--- src/include/edge_fetch_settings.svh ---
////////////////////
// sizes shared by the edge fetch unit
// cacheline and element sizes must be powers of two
// queue depth must be at least one cacheline of edges
////////////////////

`ifndef EDGE_FETCH_SETTINGS_SVH
`define EDGE_FETCH_SETTINGS_SVH

// memory line geometry
`define EF_CACHELINE_BYTES 64
`define EF_EDGE_BYTES      4
`define EF_EDGES_PER_LINE  16

// byte address width on the memory side
`define EF_ADDR_BITS       32

// edge index, degree and sequence width
`define EF_COUNT_BITS      16

// edge queue entries
`define EF_QUEUE_DEPTH     32

`endif

--- src/hdl/edge_pkg.sv ---
////////////////////
// graph side types for the edge fetch unit
// vertex ids and weights share the element width
////////////////////

`include "edge_fetch_settings.svh"

package edge_pkg;

	// one array element, vertex id or weight
	typedef logic [`EF_EDGE_BYTES*8-1:0] edge_word_t;

	// edge count, edge index or per-vertex sequence number
	typedef logic [`EF_COUNT_BITS-1:0] edge_count_t;

	// vertex id as given with a job
	typedef logic [31:0] vertex_id_t;

endpackage

--- src/hdl/edge_queue.sv ---
////////////////////
// first-word-fall-through edge FIFO
// a push into a full queue is ignored, the sequencer keeps it from happening
////////////////////

`timescale 1ns/1ps
`include "edge_fetch_settings.svh"

module edge_queue (
	input  logic                   clock,
	input  logic                   rstn,
	input  logic                   push,
	input  edge_pkg::edge_word_t   push_src,
	input  edge_pkg::edge_word_t   push_dest,
	input  edge_pkg::edge_word_t   push_weight,
	input  edge_pkg::edge_count_t  push_seq,
	input  logic                   edge_pop,
	output logic                   edge_valid,
	output edge_pkg::edge_word_t   edge_src,
	output edge_pkg::edge_word_t   edge_dest,
	output edge_pkg::edge_word_t   edge_weight,
	output edge_pkg::edge_count_t  edge_seq,
	output logic                   queue_room
);

	localparam int DEPTH    = `EF_QUEUE_DEPTH;
	localparam int PTR_BITS = $clog2(DEPTH);

	edge_pkg::edge_word_t  src_mem    [DEPTH];
	edge_pkg::edge_word_t  dest_mem   [DEPTH];
	edge_pkg::edge_word_t  weight_mem [DEPTH];
	edge_pkg::edge_count_t seq_mem    [DEPTH];

	logic [PTR_BITS-1:0] wr_ptr;
	logic [PTR_BITS-1:0] rd_ptr;
	logic [PTR_BITS:0]   count;
	logic                do_push;
	logic                do_pop;

	assign do_push = push && (count != (PTR_BITS+1)'(DEPTH));
	assign do_pop  = edge_pop && edge_valid;

	always_ff @(posedge clock) begin
		if (do_push) begin
			src_mem[wr_ptr]    <= push_src;
			dest_mem[wr_ptr]   <= push_dest;
			weight_mem[wr_ptr] <= push_weight;
			seq_mem[wr_ptr]    <= push_seq;
		end
	end

	always_ff @(posedge clock or negedge rstn) begin
		if (!rstn) begin
			wr_ptr <= '0;
			rd_ptr <= '0;
			count  <= '0;
		end else begin
			if (do_push) begin
				wr_ptr <= wr_ptr + 1'b1;
			end
			if (do_pop) begin
				rd_ptr <= rd_ptr + 1'b1;
			end
			// push and pop together leave the count alone
			if (do_push && !do_pop) begin
				count <= count + 1'b1;
			end else if (do_pop && !do_push) begin
				count <= count - 1'b1;
			end
		end
	end

	// head read straight from storage
	assign edge_valid  = (count != '0);
	assign edge_src    = src_mem[rd_ptr];
	assign edge_dest   = dest_mem[rd_ptr];
	assign edge_weight = weight_mem[rd_ptr];
	assign edge_seq    = seq_mem[rd_ptr];

	// room for a whole line of edges
	assign queue_room = (count <= (PTR_BITS+1)'(DEPTH - `EF_EDGES_PER_LINE));

endmodule

--- config.mk ---
export PLATFORM = sky130hd
export DESIGN_NAME = edge_queue
export DESIGN_NICKNAME = d
export VERILOG_FILES = /design/src/hdl/edge_pkg.sv /design/src/hdl/edge_queue.sv
export VERILOG_INCLUDE_DIRS = /design/src /design/src/include
export SDC_FILE = /design/constraint.sdc
export NUM_CORES = 2
export LEC_CHECK = 0
export ABC_CLOCK_PERIOD_IN_PS = 5900
export BUFFER_PORTS_ARGS = -buffer_cell sky130_fd_sc_hd__buf_2
export CORE_MARGIN = 3
export CORE_UTILIZATION = 50
export DETAILED_ROUTE_END_ITERATION = 10
export PLACE_DENSITY = 0.71
export SYNTH_ARGS = -nofsm -noshare
export SYNTH_HDL_FRONTEND = slang
export SYNTH_SLANG_ARGS = --single-unit
--- constraint.sdc ---
create_clock -name clock -period 5.9 [get_ports clock]
set_clock_uncertainty 0.05 [all_clocks]
set_input_delay 1.475 -clock clock [delete_from_list [all_inputs] [get_ports clock]]
set_output_delay 1.475 -clock clock [all_outputs]
set_load 0.01 [all_outputs]
# After elaboration in Yosys (flattened, before gate mapping)
# Memory sizes are Yosys's and may differ from the RTL's.
# Index checks and enable logic that the tools add are counted.
word_totals:
  memories: 4
  out_inout_bits: 114
  elab_cells: 25
  register_bits: 16
  input_bits: 116
  ram_bits: 3584
memory_table:
  columns: ["memory", "words", "word_bits", "rd", "rd_clocked_by_memory_dff", "wr", "line", "rtl"]
  rows:
  - ["dest_mem", 32, 32, 1, 0, 1, "edge_queue.sv:30", "edge_pkg::edge_word_t dest_mem [DEPTH];"]
  - ["src_mem", 32, 32, 1, 0, 1, "edge_queue.sv:29", "edge_pkg::edge_word_t src_mem [DEPTH];"]
  - ["weight_mem", 32, 32, 1, 0, 1, "edge_queue.sv:31", "edge_pkg::edge_word_t weight_mem [DEPTH];"]
  - ["seq_mem", 32, 16, 1, 0, 1, "edge_queue.sv:32", "edge_pkg::edge_count_t seq_mem [DEPTH];"]
op_classes:
  mux: 4
  n_eq_ne: 1
  reduce_logical: 8
  magnitude_cmp: 1
  addsub: 4
ops:
  columns: ["op", "n"]
  rows:
  - ["6-bit 2-to-1 mux", 2]
  - ["5-bit by 1-bit adder with 5-bit output, second input constant", 2]
  - ["6-bit by 1-bit adder with 6-bit output, second input constant", 1]
  - ["6-bit by 5-bit less-or-equal comparator with 1-bit output, second input constant", 1]
  - ["6-bit inequality test, second input constant", 1]
  - ["6-bit nonzero test", 1]
  - ["6-bit by 1-bit subtractor with 6-bit output, second input constant", 1]
  - ["1-bit logical AND", 4]
  - ["1-bit logical NOT", 2]
  - ["1-bit 2-to-1 mux", 2]
  - ["2-bit nonzero test", 1]

# Logic depth before layout (Yosys ltp)
depth:
  ltp_word: 6
  depth_mapped: 10
  depth_no_buf: 10

# Least setup slack after synthesis
# No wires, ideal clock.
synth_timing:
  path_kind: "input port to flip-flop"
  start: "input push"
  end: "memory dest_mem[30][0] (netlist bit), enable pin"
  slack_ns: -1.338
  path_stages: 4
  required_ns: 5.265
  path_buffers: 1
  setup_time_ns: 0.585
  arrival_ns: 6.603
  path_cell_list: "o31a_1 buf_4 nand2_1 nor2_1"
synth_via:
  elab_chain_len: 3
synth_lines:
  columns: ["element", "line", "rtl"]
  rows:
  - ["start: declaration", "edge_queue.sv:12", "input logic push,"]
  - ["1-bit logical AND", "edge_queue.sv:40", "assign do_push = push && (count != (PTR_BITS+1)'(DEPTH));"]
  - ["named net do_push", "edge_queue.sv:37", "logic do_push;"]
  - ["1-bit 2-to-1 mux", "edge_queue.sv:44", "if (do_push) begin"]
  - ["1-bit 2-to-1 mux (implied by the code)", "edge_queue.sv:46", "dest_mem[wr_ptr] <= push_dest;"]
  - ["end: declaration", "edge_queue.sv:30", null]
# The timed path passes the listed nets, and every way through them passes these cells.

# Final worst setup path
layout_timing:
  start: "register rd_ptr[2]"
  end: "output edge_dest[12]"
layout_via:
  elab_chain_len: 1
layout_lines:
  columns: ["element", "line", "rtl"]
  rows:
  - ["start: declaration", "edge_queue.sv:35", "logic [PTR_BITS-1:0] rd_ptr;"]
  - ["start signal: assignment", "edge_queue.sv:62", "rd_ptr <= rd_ptr + 1'b1;"]
  - ["memory 32 x 32 bit", null, null]
  - ["end: declaration", "edge_queue.sv:20", "output edge_pkg::edge_word_t edge_dest,"]
# No other way between the ends.

==> summary.txt <==
Critical path
  – Data required time of the critical path: 4.38 ns
  – Data arrival at the endpoint of the critical path: 4.29 ns
  – CP most frequent cell: sky130_fd_sc_hd__buf_4
  – Cells along the critical path: nand3b_4 > buf_4 > buf_4 > o22ai_1 > a211oi_1 > a21oi_1 > buf_2
  – Critical path capture point: edge_dest[12]
  – Crit-path max FO: 30
  – First element of the critical path: rd_ptr[2]
  – Type of the worst setup path: reg2out
  – Cell at the slowest stage of the critical path: sky130_fd_sc_hd__dfrtp_4
  – Crit Reg-Reg Endpoint: src_mem[21][26]
  – Worst reg2reg path startpoint: count[0]
  – Setup crit end kind: output port
  – Largest stage delay on the critical path: 0.86 ns
  – FF-to-FF path depth: 5
  – Startpoint types: flip-flop
  – Register-to-register setup slack: 2.22 ns

Placed design
  – Routability congestion estimate: 0.748
  – Cell area after placement: 143000 um^2
  – Number of buffer cells added on primary ports: 229
  – Placed wire-length estimate after detailed placement: 160 mm
  – Instance count after placement with tap cells included: 9637

Synthesis
  – Biggest area contributors in the synthesized netlist: sky130_fd_sc_hd__edfxtp_1, sky130_fd_sc_hd__mux4_2, sky130_fd_sc_hd__mux2i_1
  – Library cell occupying the most area in the post-synthesis netlist: sky130_fd_sc_hd__edfxtp_1
  – Share of the synthesized area in the top cell type: 78.8%
  – Post-synthesis instance area: 137000 um^2
  – Commonest cells post-synth: sky130_fd_sc_hd__edfxtp_1, sky130_fd_sc_hd__mux4_2, sky130_fd_sc_hd__mux2i_1
  – Flip-flop and latch count after synthesis: 3600
  – Number of enable flip-flop cells after synthesis: 3584
  – Post-synthesis sequential area ratio: 79.1%
  – Number of library cell types mapped by synthesis: 58
  – Cell with the most instances after synthesis: sky130_fd_sc_hd__edfxtp_1
  – Most frequently used flop master after synthesis: sky130_fd_sc_hd__edfxtp_1
  – Syn Nets: 6121
  – Post-Syn Area per Cell: 22.8 um^2
  – Share of flip-flops with an asynchronous set or reset after synthesis: 0.444%
  – Count of mapped cells out of synthesis: 5994
  – Warnings from Yosys: 0

Die
  – FP Rows: 191
  – Die Y: 529 um
  – Die Outline Area: 279000 um^2
  – IO Pins: 230
  – Area of the core region: 271000 um^2
  – Die X-Extent: 529 um
  – Initial Utilization: 50.4%

Finish
  – Proportion of layout cells with a drive suffix above 1: 25.3%
  – Total area of multi-input combinational cells: 26600 um^2
  – Area occupied by registers: 108000 um^2
  – Net count of the finished layout: 6564
  – Core occupancy in the finished layout: 56.9%
  – Final instance area: 154000 um^2
  – Fill cell total of the finished layout: 19000
  – Post-route insts no fill: 10300
  – Area grow syn2layout: 13.0%

STA
  – Highest clock frequency the design can meet: 0.172 GHz
  – Post-route minimum period: 5.82 ns
  – Actual slew at the worst max-slew pin: 1.26 ns
  – Rel. slew slack: 16.0%
  – Final period util: 98.6%
  – Worst-case hold slack: 0.396 ns
  – Final Hold Viols: 0
  – Setup-failing EPs final: 0
  – Unrepaired setup endpoints after global routing: false
  – Pins Over Slew Limit: 0

Drt
  – Number of search-and-repair iterations in the first detailed-routing pass: 7
  – Routed len/inst: 33.6 um
  – DRC marker count from the first detailed-route iteration: 8833
  – Drc violations: 0
  – Antenna-violating nets left: 0
  – Total number of vias: 67000
  – Routed WL: 346 mm
  – Vias per cell: 6.50

Power
  – Combinational share of power: 28.1%
  – Pwr/cell area: 478 nW/um^2
  – Clock group share of total power: 30.6%
  – LEAKAGE: 48.9 nW
  – Switching power share of the total: 30.2%
  – Sequential share of power: 41.3%
  – Cell internal power dissipation: 0.0515 W
  – Worst supply voltage drop on vdd: 0.000395 V
  – Net switching power: 0.0222 W

Job
  – Max-capacitance violation count: 0

CTS
  – Clock insertion delay at the later pin of the skew report: 0.96 ns
  – Num CTS Buffers: 366
  – Root Driver: sky130_fd_sc_hd__clkbuf_16
  – Maximum level of the CTS H-tree: 5
  – Number of hold-repair buffers added at the cts stage: 0
  – CTS tree: done
  – Clock Tree Buf Depth: 4
  – Num Clock Sinks: 3600
  – CTS clk-pin slew, worst paths: 0.07 ns

Global routing
  – Overall global routing resource usage: 24.7%
  – Largest net degree at the start of global routing: 114
  – Number of antenna violations at the first check in global routing: 50
  – Wire length of the first global-routing pass: 494 mm
  – Total gr overflow: 0
  – Via count of the first global-routing pass: 67400

Status
  – Status: finished clean

Hold path
  – Worst hold path type: in2async
worst min-delay path by stage:
stage	start	endpoint	slack, ns	cells past startpoint
2_1_floorplan	count[3]	count[3]	0.42	2
3_3_place_gp	count[3]	count[3]	0.45	2
3_5_place_dp	count[2]	count[2]	0.48	2
4_1_cts	rstn	count[4]	0.36	1
5_1_grt	rstn	count[4]	0.39	1
6_report	rstn	count[4]	0.40	1
flip-flops by register name, indices dropped and copies added (netlist names):
register	flops
dest_mem	1024
src_mem	1024
weight_mem	1024
seq_mem	512
count	6
rd_ptr	5
wr_ptr	5
area by class of cell:
type / count / share of cell area, %
Multi-Input combinational cell: 2052 / 17.2
Sequential cell: 3600 / 70.0
Antenna cell: 27 / 0.0438
Timing Repair Buffer: 412 / 2.29
Clock buffer: 442 / 6.19
Tap cell: 3570 / 2.89
Clock inverter: 202 / 1.33
Inverter: 5 / 0.0122
what timing repair did:
action / in CTS / in global routing
buffers inserted: 2 / 0
endpoints found under the setup margin: 6 / 2
cloned: 0 / 0
resized for setup: 0 / 3
metrics by stage:
stage          setup TNS (ns)  power [W]  worst slack, ns
2_1_floorplan        -4696.48     0.0447            -1.34
3_3_place_gp                0     0.0515            0.784
3_5_place_dp                0     0.0518            0.759
4_1_cts                     0     0.0743           0.0802
5_1_grt                     0     0.0763           0.0478
6_report                    0     0.0737           0.0833
routing by layer:
layer / vias to the layer above / track usage [%] / wire [um] / part of all wire, %
li1: 26600 / - / - / -
met1: 35800 / 34.1 / 130000 / 38
met2: 4001 / 40.2 / 171000 / 49
met3: 616 / 4.90 / 34700 / 10
met4: 20 / 7.56 / 10200 / 2.9
met5: - / 0 / 124 / 0.036
power groups by stage:
stage / registers [W] / logic [W] / clock network [W]
after floorplan: 0.0309 / 0.0139 / 0
after global placement: 0.0310 / 0.0206 / 0
after detailed placement: 0.0311 / 0.0207 / 0
after CTS: 0.0305 / 0.0210 / 0.0229
after global routing: 0.0306 / 0.0219 / 0.0238
final: 0.0305 / 0.0207 / 0.0225
critical path, delay by kind of cell, from the launching register on:
kind	cells	cell delay [ns]
buf+inv	3	0.98
flops	1	0.86
compound gates	3	0.83
simple gates	1	0.63
cell usage in the layout, fill, tap and decap left out, types with 57 or more instances in the layout:
| cell type | instances |
|---|---|
| sky130_fd_sc_hd__clkbuf_16 | 370 |
| sky130_fd_sc_hd__clkinv_1 | 86 |
| sky130_fd_sc_hd__o22ai_1 | 197 |
| sky130_fd_sc_hd__mux4_2 | 701 |
| sky130_fd_sc_hd__clkbuf_1 | 70 |
| sky130_fd_sc_hd__mux2i_1 | 388 |
| sky130_fd_sc_hd__a21oi_1 | 60 |
| sky130_fd_sc_hd__a211oi_1 | 132 |
| sky130_fd_sc_hd__a22oi_1 | 139 |
| sky130_fd_sc_hd__buf_2 | 229 |
| sky130_fd_sc_hd__o221ai_1 | 57 |
| sky130_fd_sc_hd__buf_4 | 102 |
| sky130_fd_sc_hd__edfxtp_1 | 3584 |
| sky130_fd_sc_hd__nand2_1 | 92 |
| sky130_fd_sc_hd__buf_12 | 81 |
kinds of logic (layout without fill, tap and decap cells):
kind of cell	after synthesis	in the layout	share of synthesized area, %
buf+inv	342	1061	1.66
simple gates	275	275	1.15
mux	1092	1092	14.4
compound gates	661	661	3.46
flops	3600	3600	79.1
other cells	0	27	0
fa+ha+maj	11	11	0.106
xor+xnor	13	13	0.0834
Power figures use the tool's default switching activity.
