[config.mk]
export PLATFORM = sky130hd
export DESIGN_NAME = edge_unpacker
export DESIGN_NICKNAME = d
export VERILOG_FILES = /design/src/hdl/mem_pkg.sv /design/src/hdl/edge_pkg.sv /design/src/hdl/edge_unpacker.sv
export VERILOG_INCLUDE_DIRS = /design/src /design/src/include
export SDC_FILE = /design/constraint.sdc
export NUM_CORES = 1
export LEC_CHECK = 0
export CAP_MARGIN = 20
export CORE_MARGIN = 2
export CORE_UTILIZATION = 57
export DETAILED_ROUTE_END_ITERATION = 8
export DONT_BUFFER_PORTS = 1
export PLACE_DENSITY = 0.76
export SYNTH_ARGS = -nofsm -noshare
export SYNTH_HDL_FRONTEND = slang
export SYNTH_SLANG_ARGS = --single-unit
export TNS_END_PERCENT = 10
[constraint.sdc]
create_clock -name clock -period 1.89 [get_ports clock]
set_input_delay 0.189 -clock clock [delete_from_list [all_inputs] [get_ports clock]]
set_output_delay 0.189 -clock clock [all_outputs]
set_load 0.01 [all_outputs]
[src/include/edge_fetch_settings.svh]
////////////////////
// sizes shared by the edge fetch unit
// cacheline and element sizes must be powers of two
// queue depth must be at least one cacheline of edges
////////////////////

`ifndef EDGE_FETCH_SETTINGS_SVH
`define EDGE_FETCH_SETTINGS_SVH

// memory line geometry
`define EF_CACHELINE_BYTES 64
`define EF_EDGE_BYTES      4
`define EF_EDGES_PER_LINE  16

// byte address width on the memory side
`define EF_ADDR_BITS       32

// edge index, degree and sequence width
`define EF_COUNT_BITS      16

// edge queue entries
`define EF_QUEUE_DEPTH     32

`endif

[src/hdl/mem_pkg.sv]
////////////////////
// memory side types for the edge fetch unit
// reads are always one full aligned cacheline
////////////////////

`include "edge_fetch_settings.svh"

package mem_pkg;

	// byte address
	typedef logic [`EF_ADDR_BITS-1:0] addr_t;

	// one line of read data, element 0 in the low bits
	typedef logic [`EF_CACHELINE_BYTES*8-1:0] cacheline_t;

	// element position inside a line
	typedef logic [$clog2(`EF_EDGES_PER_LINE)-1:0] line_offset_t;

	// which edge array a command or response belongs to
	typedef enum logic [1:0] {
		ARRAY_SRC    = 2'd0,
		ARRAY_DEST   = 2'd1,
		ARRAY_WEIGHT = 2'd2
	} array_sel_t;

endpackage

[src/hdl/edge_pkg.sv]
////////////////////
// graph side types for the edge fetch unit
// vertex ids and weights share the element width
////////////////////

`include "edge_fetch_settings.svh"

package edge_pkg;

	// one array element, vertex id or weight
	typedef logic [`EF_EDGE_BYTES*8-1:0] edge_word_t;

	// edge count, edge index or per-vertex sequence number
	typedef logic [`EF_COUNT_BITS-1:0] edge_count_t;

	// vertex id as given with a job
	typedef logic [31:0] vertex_id_t;

endpackage

[src/hdl/edge_unpacker.sv]
////////////////////
// edge unpacker, one chunk at a time
// expects at most one response per array per chunk
// pushes one edge per cycle once all three lines are in
////////////////////

`timescale 1ns/1ps
`include "edge_fetch_settings.svh"

module edge_unpacker (
	input  logic                   clock,
	input  logic                   rstn,
	input  logic                   vertex_valid,
	input  logic                   chunk_start,
	input  mem_pkg::line_offset_t  chunk_offset,
	input  edge_pkg::edge_count_t  chunk_count,
	input  logic                   mem_resp_valid,
	input  mem_pkg::array_sel_t    mem_resp_array,
	input  mem_pkg::cacheline_t    mem_resp_data,
	output logic                   chunk_busy,
	output logic                   push,
	output edge_pkg::edge_word_t   push_src,
	output edge_pkg::edge_word_t   push_dest,
	output edge_pkg::edge_word_t   push_weight,
	output edge_pkg::edge_count_t  push_seq
);

	localparam int WORD_BITS = `EF_EDGE_BYTES * 8;

	// line registers indexed by array id
	mem_pkg::cacheline_t   lines [3];
	logic [2:0]            loaded;

	// walk through the chunk
	mem_pkg::line_offset_t pos;
	edge_pkg::edge_count_t left;
	edge_pkg::edge_count_t seq;

	always_ff @(posedge clock) begin
		if (mem_resp_valid) begin
			lines[mem_resp_array] <= mem_resp_data;
		end
	end

////////////////////
// chunk control
////////////////////

	always_ff @(posedge clock or negedge rstn) begin
		if (!rstn) begin
			chunk_busy <= 1'b0;
			loaded     <= '0;
			pos        <= '0;
			left       <= '0;
		end else begin
			if (chunk_start) begin
				chunk_busy <= 1'b1;
				loaded     <= '0;
				pos        <= chunk_offset;
				left       <= chunk_count;
			end else begin
				if (mem_resp_valid) begin
					loaded[mem_resp_array] <= 1'b1;
				end
				if (push) begin
					pos  <= pos + 1'b1;
					left <= left - 1'b1;
					// last edge of the chunk
					if (left == edge_pkg::edge_count_t'(1)) begin
						chunk_busy <= 1'b0;
						loaded     <= '0;
					end
				end
			end
		end
	end

	// per-vertex sequence number
	always_ff @(posedge clock or negedge rstn) begin
		if (!rstn) begin
			seq <= '0;
		end else if (vertex_valid) begin
			seq <= '0;
		end else if (push) begin
			seq <= seq + 1'b1;
		end
	end

////////////////////
// edge extraction
////////////////////

	assign push        = chunk_busy && (&loaded);
	assign push_src    = lines[mem_pkg::ARRAY_SRC][pos*WORD_BITS +: WORD_BITS];
	assign push_dest   = lines[mem_pkg::ARRAY_DEST][pos*WORD_BITS +: WORD_BITS];
	assign push_weight = lines[mem_pkg::ARRAY_WEIGHT][pos*WORD_BITS +: WORD_BITS];
	assign push_seq    = seq;

endmodule

-- After elaboration in Yosys (flattened, before gate mapping)
Memories as Yosys holds them, arrays and structs flattened.
Cells that the tools add are included.
- order comparisons: 2
- shifts and indexed selects: 3
- mux-type cells: 17
- $mul: 0
- reductions and logical operators: 7
- add/sub/neg operators: 3
- div/mod/pow operators: 0
- equality and inequality tests: 1
- bitwise operators: 1
- operators by type and width (operator ; number):
    variable part select 512 x 10 -> 32 bit ; 3
    2-to-1 mux 16 bit ; 4
    adder 16 x 1 -> 16 bit (second input constant) ; 1
    == test 16 x 1 -> 1 bit (second input constant) ; 1
    subtractor 16 x 1 -> 16 bit (second input constant) ; 1
    2-to-1 mux 3 bit ; 4
    2-to-1 mux 4 bit ; 2
    2-to-1 mux 1 bit ; 6
    nonzero test 2 bit ; 3
    adder 4 x 1 -> 4 bit (second input constant) ; 1
    less-than comparator 2 x 3 -> 1 bit (second input constant) ; 1
    bitwise OR 3 bit ; 1
    AND reduction 3 bit ; 1
    demux 1 bit (select 2 bit) ; 1
    >= comparator 2 x 1 -> 1 bit (second input constant) ; 1
    logical AND 1 bit ; 2
    AND reduction 2 bit ; 1
- RAM bits: 1536
- memory bits (read-only): 0
- bits in registers: 40
- input port bits: 539
- memories kept: 1
- latch bits: 0
- word-level logic and storage cells: 40
- output and inout bits: 114
- memories (memory ; depth ; width ; read ports ; clocked after Yosys merged registers in ; write ports ; RTL line ; RTL):
    lines ; 3 ; 512 ; 3 ; 0 ; 1 ; edge_unpacker.sv:31 ; mem_pkg::cacheline_t lines [3];

-- Depth between registers and ports, before layout
Gate-level depths: netlist of the first run.
- depth after elaboration: 9
- depth in mapped cells: 8
- depth with buffers taken out: 6

-- Least setup slack after synthesis of the first run
OpenSTA, ideal clock, no wires.
- kind: input -> register
- from: input port mem_resp_array[0]
- to: memory lines[0][0] (netlist bit), enable pin
- setup slack: -37377 ps
- required time: -243 ps
- data arrival time: 37134 ps
- stages on the path: 1
- buffers on the path: 0
- path through: nor3b_1
- RTL lines (what ; RTL line ; RTL):
    start: declaration ; edge_unpacker.sv:18 ; input mem_pkg::array_sel_t mem_resp_array,
    end: declaration ; edge_unpacker.sv:31 ;
Straight into the memory's write port.

-- Final worst setup path of the first run
- from: register pos[2]
- to: output port push_src[17]
- cells in the longest elaborated chain, start to end: 1
- RTL lines (what ; RTL line ; RTL):
    start: declaration ; edge_unpacker.sv:35 ; mem_pkg::line_offset_t pos;
    start signal: assignment ; edge_unpacker.sv:59 ; pos <= chunk_offset;
    start signal: assignment ; edge_unpacker.sv:66 ; pos <= pos + 1'b1;
    variable part select 512 x 10 -> 32 bit ; edge_unpacker.sv:94 ; assign push_src = lines[mem_pkg::ARRAY_SRC][pos*WORD_BITS +: WORD_BITS];
    end: declaration ; edge_unpacker.sv:22 ; output edge_pkg::edge_word_t push_src,
Every way passes these cells.

==> flow_summary_export.csv, run 1 <==
group,metric,value,unit
outcome,outcome,"finished, violations left",
outcome,failed_checks,"setup timing",
yosys,ys_top_cells_by_area,"edfxtp_1 76%, mux4_2 7.1%, mux2i_1 6.4%, a221oi_1 2.7%, dfrtp_1 1.7%",
pwr,p_int,61.04,mW
yosys,synth_top_area_cell,"edfxtp_1",
timing,finalCriticalPeriod,3.070,ns
layout,nFillCells,5545,
global_routing,grt_antenna_before_repair,70,
clock_network,insertion_delay,0.77,ns
drt,vias,35840,
worst_setup_path,cpPeakStageDelay,0.49,ns
timing,clock_skew,0.02279,ns
timing,holdWs,0.1065,ns
placement,portBuffers,0,
die,die-area,108800,um2
hold_path,min_path_type,"input pin to register",
drt,routedWlPerCell,32.50,um
yosys,avgSynthCellArea,20.30,um2
timing,worst_pin_slew,0.8660,ns
timing,worst_slack,-1.180,ns
die,initial_utilization,0.5751,
global_routing,grt_remaining_overflow,0,
worst_setup_path,worstSetupPathType,"register to primary output",
pwr,ir_drop,1.090,mV
clock_network,cts_buffers,152,
die,die_h,329.9,um
yosys,async_flop_share,0.02538,
worst_setup_path,arrival,2.88,ns
timing,maxSlewHeadroom,0.4227,
clock_network,cts-root-buf,"clkbuf_16",
pwr,power_density,1049,nW/um2
global_routing,grt_first_pass_wirelength,239200,um
clock_network,htreeDepth,4,
yosys,synth_seq_area_share,0.7784,
pwr,p_sw,19.63,mW
timing,max_clock_freq,325.7,MHz
placement,place_area,64350,um2
worst_setup_path,setup.worst_path.start_class,"register",
timing,period_share,1.624,
timing,hold_viol_final,0,
worst_setup_path,endpoint_kind,"primary output",
placement,gp_congestion,0.9092,
global_routing,gr-usage-all-layers,0.3004,
yosys,synth_top_area_frac,0.7619,
pwr,p_comb_frac,0.118,
global_routing,grt_pass1_vias,36520,
run,cap_violations,0,
pwr,seq_power_share,0.506,
layout,finalInstanceArea,76920,um2
yosys,syn_nets,3526,
yosys,ys_types,50,
timing,fin_tns_setup,-136.30,ns
layout,syn2layout_area_growth,27.05,%
yosys,synth-seq-cells,1576,
yosys,synth_edf_count,1536,
drt,drt_first_pass_iters,6,
clock_network,cts_tree,"built",
layout,fin_cells,5396,
pwr,sw_frac_of_total,0.2433,
die,row_count,119,
placement,detailed_place_hpwl,99180,um
pwr,total_power,80.67,mW
pwr,p_leak,26.17,nW
worst_setup_path,required,1.70,ns
yosys,ys.flop_type,"edfxtp_1",
pwr,clkPwrFrac,0.376,
yosys,synthCells,2983,
yosys,yosysMostFrequentCell,"edfxtp_1",
timing,final_max_slew_viol_count,0,
drt,viasPerCell,6.642,
worst_setup_path,path_cells,"and2_4 > buf_16 > a221oi_2 > buf_4 > o21ai_0 > nand2_1",
worst_setup_path,cp_slowest_cell,"dfrtp_4",
layout,drive_gt1_frac,0.2401,
drt,routed_wl,175400,um
placement,dp_cells,4463,
timing,setup_viol,543,
drt,detail-route-antenna-nets,0,
die,io_pins,653,
drt,drt_iter0_markers,5143,
layout,num-nets-final,4357,
die,core-area,105300,um2
die,fp.dieW,329.9,um
timing,rsz0062_at_grt,"yes",
yosys,syn_area,60540,um2
worst_setup_path,path_max_fanout,68,
clock_network,cts.sinks,1576,
yosys,yosysWarnings,0,
clock_network,clk_pin_slew,0.07,ns
drt,drc,0,
global_routing,grt_max_degree,76,
yosys,netlist_top_cells_count,"1536 x edfxtp_1, 385 x mux2i_1, 192 x mux4_2",
clock_network,cts_buffer_depth,3,
through the flow:
stage / setup WS, ns / util
finish: -1.180 / 0.7307
floorplan: -11.68 / -
global placement: -0.4202 / 0.6113
detailed placement: -0.4377 / 0.6113
CTS: -1.092 / 0.7207
global route: -1.200 / 0.7303
placed cells by master, fill, tap and decap left out, types with 22 or more instances in the layout:
| master | synthesis | final |
|---|---|---|
| nor2_1 | 23 | 23 |
| buf_12 | 0 | 68 |
| a221oi_1 | 184 | 39 |
| dlygate4sd3_1 | 0 | 556 |
| o21ai_0 | 114 | 84 |
| mux4_2 | 192 | 192 |
| a22oi_1 | 96 | 74 |
| nand2_2 | 0 | 32 |
| buf_6 | 0 | 25 |
| clkinv_2 | 0 | 33 |
| edfxtp_1 | 1536 | 1536 |
| nand2_1 | 125 | 92 |
| buf_4 | 27 | 168 |
| diode_2 | 0 | 65 |
| mux2i_1 | 385 | 371 |
| a22oi_2 | 0 | 22 |
| a221oi_2 | 8 | 153 |
| o21ai_1 | 0 | 29 |
| dfrtp_1 | 40 | 36 |
| clkinv_1 | 1 | 27 |
| clkbuf_16 | 0 | 166 |
| clkbuf_1 | 65 | 31 |
critical path: cells and delay by family, from the launching register on:
| family | cells | cell delay (ns) |
|---|---|---|
| AND/OR/NAND/NOR | 2 | 0.45 |
| flip-flops | 1 | 0.49 |
| buffers and inverters | 2 | 0.38 |
| AO/OA/AOI/OAI | 2 | 0.58 |
final cells by class:
| type | instances | area (um2) | area share |
|---|---|---|---|
| diodes | 65 | 162.7 | 0.002115 |
| clock buffers | 186 | 3995 | 0.05194 |
| clock inverters | 94 | 878.3 | 0.01142 |
| inverters | 8 | 45.04 | 0.0005856 |
| multi-input cells | 1230 | 13750 | 0.1788 |
| flip-flops and latches | 1576 | 47140 | 0.6129 |
| well taps | 1391 | 1740 | 0.02263 |
| repair buffers | 846 | 9203 | 0.1196 |
per-layer routing:
metal  global-route usage  vias up  part of all wire
li1                     -    14280                 -
met1               0.3627    18060              0.33
met2               0.5129     2882              0.52
met3              0.07435      600              0.10
met4               0.1376       20             0.048
met5                    0        -           0.00066
cells by family after synthesis:
logic type,Yosys count,synth area share
DFF,1576,0.7784
muxes,580,0.1356
AOI/OAI and AO/OA,420,0.05200
and+or+nand+nor,205,0.01571
buffers and inverters,177,0.01438
xor gates and xnor gates,21,0.003038
adders and majority gates,4,0.0008267
worst paths after layout:
| path | cells past startpoint | endpoint | start | slack [ns] |
|---|---|---|---|---|
| max | 6 | push_src[17] | pos[2] | -1.18 |
| max reg2reg | 5 | pos[3] | pos[1] | 0.02 |
| max in group asynchronous | 4 | pos[2] | rstn | 1.04 |
| min | 1 | lines[1][368] | mem_resp_data[368] | 0.11 |
| min reg2reg | 1 | loaded[2] | loaded[2] | 0.49 |
| min in group asynchronous | 4 | push_seq[12] | rstn | 0.58 |
power by group through the flow:
stage | Sequential [mW] | Combinational [mW] | Clock (mW)
2_1_floorplan | 41.8 | 4.33 | 0
3_3_place_gp | 41.3 | 6.41 | 0
3_5_place_dp | 41.5 | 6.57 | 0
4_1_cts | 40.7 | 8.61 | 30.0
5_1_grt | 40.9 | 9.83 | 31.8
6_report | 40.8 | 9.49 | 30.3
sequential cells by signal, summed over array words and instances, names as in the netlist:
signal / cells
chunk_busy: 1
left: 16
lines: 1536
loaded: 3
pos: 4
push_seq: 16
timing repair:
item,4_1_cts,5_1_grt
pin swaps,90,88
endpoints found under the setup margin,98,504
endpoints found under the hold margin,1695,0
gates resized for setup,174,128
cloned,2,12
hold buffers,559,0
setup buffers,6,9
Power figures use the tool's default switching activity.
==> run 2, diff against run 1 <==
--- a/config.mk
+++ b/config.mk
@@ -11,7 +11,7 @@
 export CORE_UTILIZATION = 57
 export DETAILED_ROUTE_END_ITERATION = 8
 export DONT_BUFFER_PORTS = 1
-export PLACE_DENSITY = 0.76
+export PLACE_DENSITY_LB_ADDON = 0.25
 export SYNTH_ARGS = -nofsm -noshare
 export SYNTH_HDL_FRONTEND = slang
 export SYNTH_SLANG_ARGS = --single-unit
==> flow_summary_export.csv, run 2 (same netlist as run 1, synthesis figures left out) <==
group,metric,value,unit
outcome,outcome,"finished, violations left",
outcome,failed_checks,"setup timing",
pwr,power_density,1049,nW/um2
timing,final_max_slew_viol_count,0,
worst_setup_path,path_max_fanout,52,
layout,syn2layout_area_growth,25.64,%
layout,largest_reg_flops,1536,
clock_network,cts-root-buf,"clkbuf_16",
timing,setup_viol,97,
layout,final_cell_mix,"1536 x edfxtp_1, 556 x dlygate4sd3_1, 382 x mux2i_1, 192 x mux4_2",
timing,worst_pin_slew,0.8523,ns
drt,viasPerCell,6.312,
timing,maxSlewHeadroom,0.4318,
layout,final_common_cell,"edfxtp_1",
drt,routed_wl,154600,um
placement,dp_cells,4450,
worst_setup_path,reg2regPathDepth,4,
layout,num-nets-final,4323,
global_routing,grt_max_degree,64,
clock_network,cts.sinks,1576,
timing,finalCriticalPeriod,2.981,ns
clock_network,htreeDepth,4,
die,row_count,119,
drt,detail-route-antenna-nets,0,
timing,max_clock_freq,335.4,MHz
timing,worst_slack,-1.091,ns
drt,routedWlPerCell,28.97,um
die,core-area,105300,um2
worst_setup_path,endpoint_kind,"primary output",
timing,rsz0062_at_grt,"yes",
worst_setup_path,cp-startpoint,"pos[1]",
hold_path,min_path_type,"input pin to register",
timing,period_share,1.577,
global_routing,gr-usage-all-layers,0.2798,
clock_network,insertion_delay,0.75,ns
hold_path,hp-start,"mem_resp_valid",
die,initial_utilization,0.5751,
global_routing,grt_pass1_vias,35580,
timing,hold_viol_final,0,
worst_setup_path,required,1.70,ns
die,die_h,329.9,um
drt,vias,33670,
clock_network,cts_buffers,155,
pwr,ir_drop,1.029,mV
drt,drc,0,
layout,drive_gt1_frac,0.2167,
die,io_pins,653,
die,fp.dieW,329.9,um
pwr,p_leak,25.84,nW
timing,fin_tns_setup,-90.39,ns
die,die-area,108800,um2
worst_setup_path,rr_startpoint,"left[4]",
placement,portBuffers,0,
global_routing,grt_remaining_overflow,0,
clock_network,cts_buffer_depth,3,
drt,drt_iter0_markers,3412,
worst_setup_path,setup.worst_path.start_class,"register",
run,cap_violations,0,
clock_network,cts_tree,"built",
layout,nFillCells,5889,
placement,gp_congestion,0.8955,
worst_setup_path,arrival,2.79,ns
worst_setup_path,worstSetupPathType,"register to primary output",
hold_path,holdPathStages,2,
drt,drt_first_pass_iters,7,
global_routing,grt_antenna_before_repair,51,
layout,largest_register,"lines",
clock_network,clk_pin_slew,0.06,ns
layout,fin_cells,5335,
global_routing,grt_first_pass_wirelength,223200,um
timing,clock_skew,0.01502,ns
placement,detailed_place_hpwl,98910,um
## run 2: cell count changes in the layout (fill, tap and decap cells not counted), moves of 7 or more
cell       change
mux2i_1       +11
buf_4          -9
buf_12         +8
buf_16         -8
o21ai_0       +19
diode_2       -20
a221oi_1      +46
buf_6         -21
mux2i_2       -10
a221oi_2      -47
clkbuf_16      -7
o21ai_1       -18
## run 2: layout make-up
type	count	area, um2	share of cell area
diodes	45	112.6	0.001480
clock buffers	190	4093	0.05381
clock inverters	86	887.1	0.01166
inverters	8	33.78	0.0004441
multi-input cells	1230	13420	0.1764
flip-flops and latches	1576	47140	0.6198
well taps	1391	1740	0.02288
repair buffers	809	8641	0.1136
## run 2: report_power, final
part           internal (mW)  total (mW)  switching [mW]
combinational           3.86        8.74            4.88
sequential              40.2        40.7           0.529
clock                   17.4        30.3            12.9
total                   61.4        79.8            18.3
## run 2: layer usage
metal  vias up  global-route usage  part of all wire  routed length (um)
li1      14160                   -                 -                   -
met1     17400              0.3427              0.37               56460
met2      1719              0.4837              0.52               80080
met3       365             0.06888             0.082               12720
met4        30              0.1049             0.033                5115
met5         -                   0            0.0012                 191
## run 2: critical path: stages, from the launching register on
cell      delay (ns)
dfrtp_4         0.53
and2_4          0.22
buf_12          0.20
buf_4           0.21
a221oi_1        0.42
o21ai_0         0.18
nand2_1         0.22
## run 2: timing repair
item                                   in CTS  in global routing
cloned                                      0                  2
endpoints found under the hold margin    1697                  0
setup endpoints to repair                  98                107
buffers inserted                            1                  1
pin swaps                                  29                 43
hold buffers                              560                  0
gates resized for setup                   105                 84
## run 2: stage by stage
stage               setup slack [ns]  power, mW  cell area (um2)  hold slack (ns)    util
floorplan                     -11.68      46.09            60550          -0.1066       -
global placement             -0.2968      47.78            64330          -0.1054  0.6111
detailed placement           -0.2728      48.02            64330          -0.1054  0.6111
CTS                           -1.068      79.60            75490         0.001891  0.7172
global route                  -1.158      82.01            76030          0.03123  0.7222
finish                        -1.091      79.77            76060          0.06189  0.7226
## run 2: final timing paths
| kind | to | slack (ns) |
|---|---|---|
| max | push_dest[26] | -1.09 |
| max reg2reg | left[10] | 0.04 |
| min in group asynchronous | push_seq[15] | 0.57 |
| min | lines[1][135] | 0.06 |
| min reg2reg | loaded[0] | 0.50 |
| max in group asynchronous | pos[3] | 1.05 |
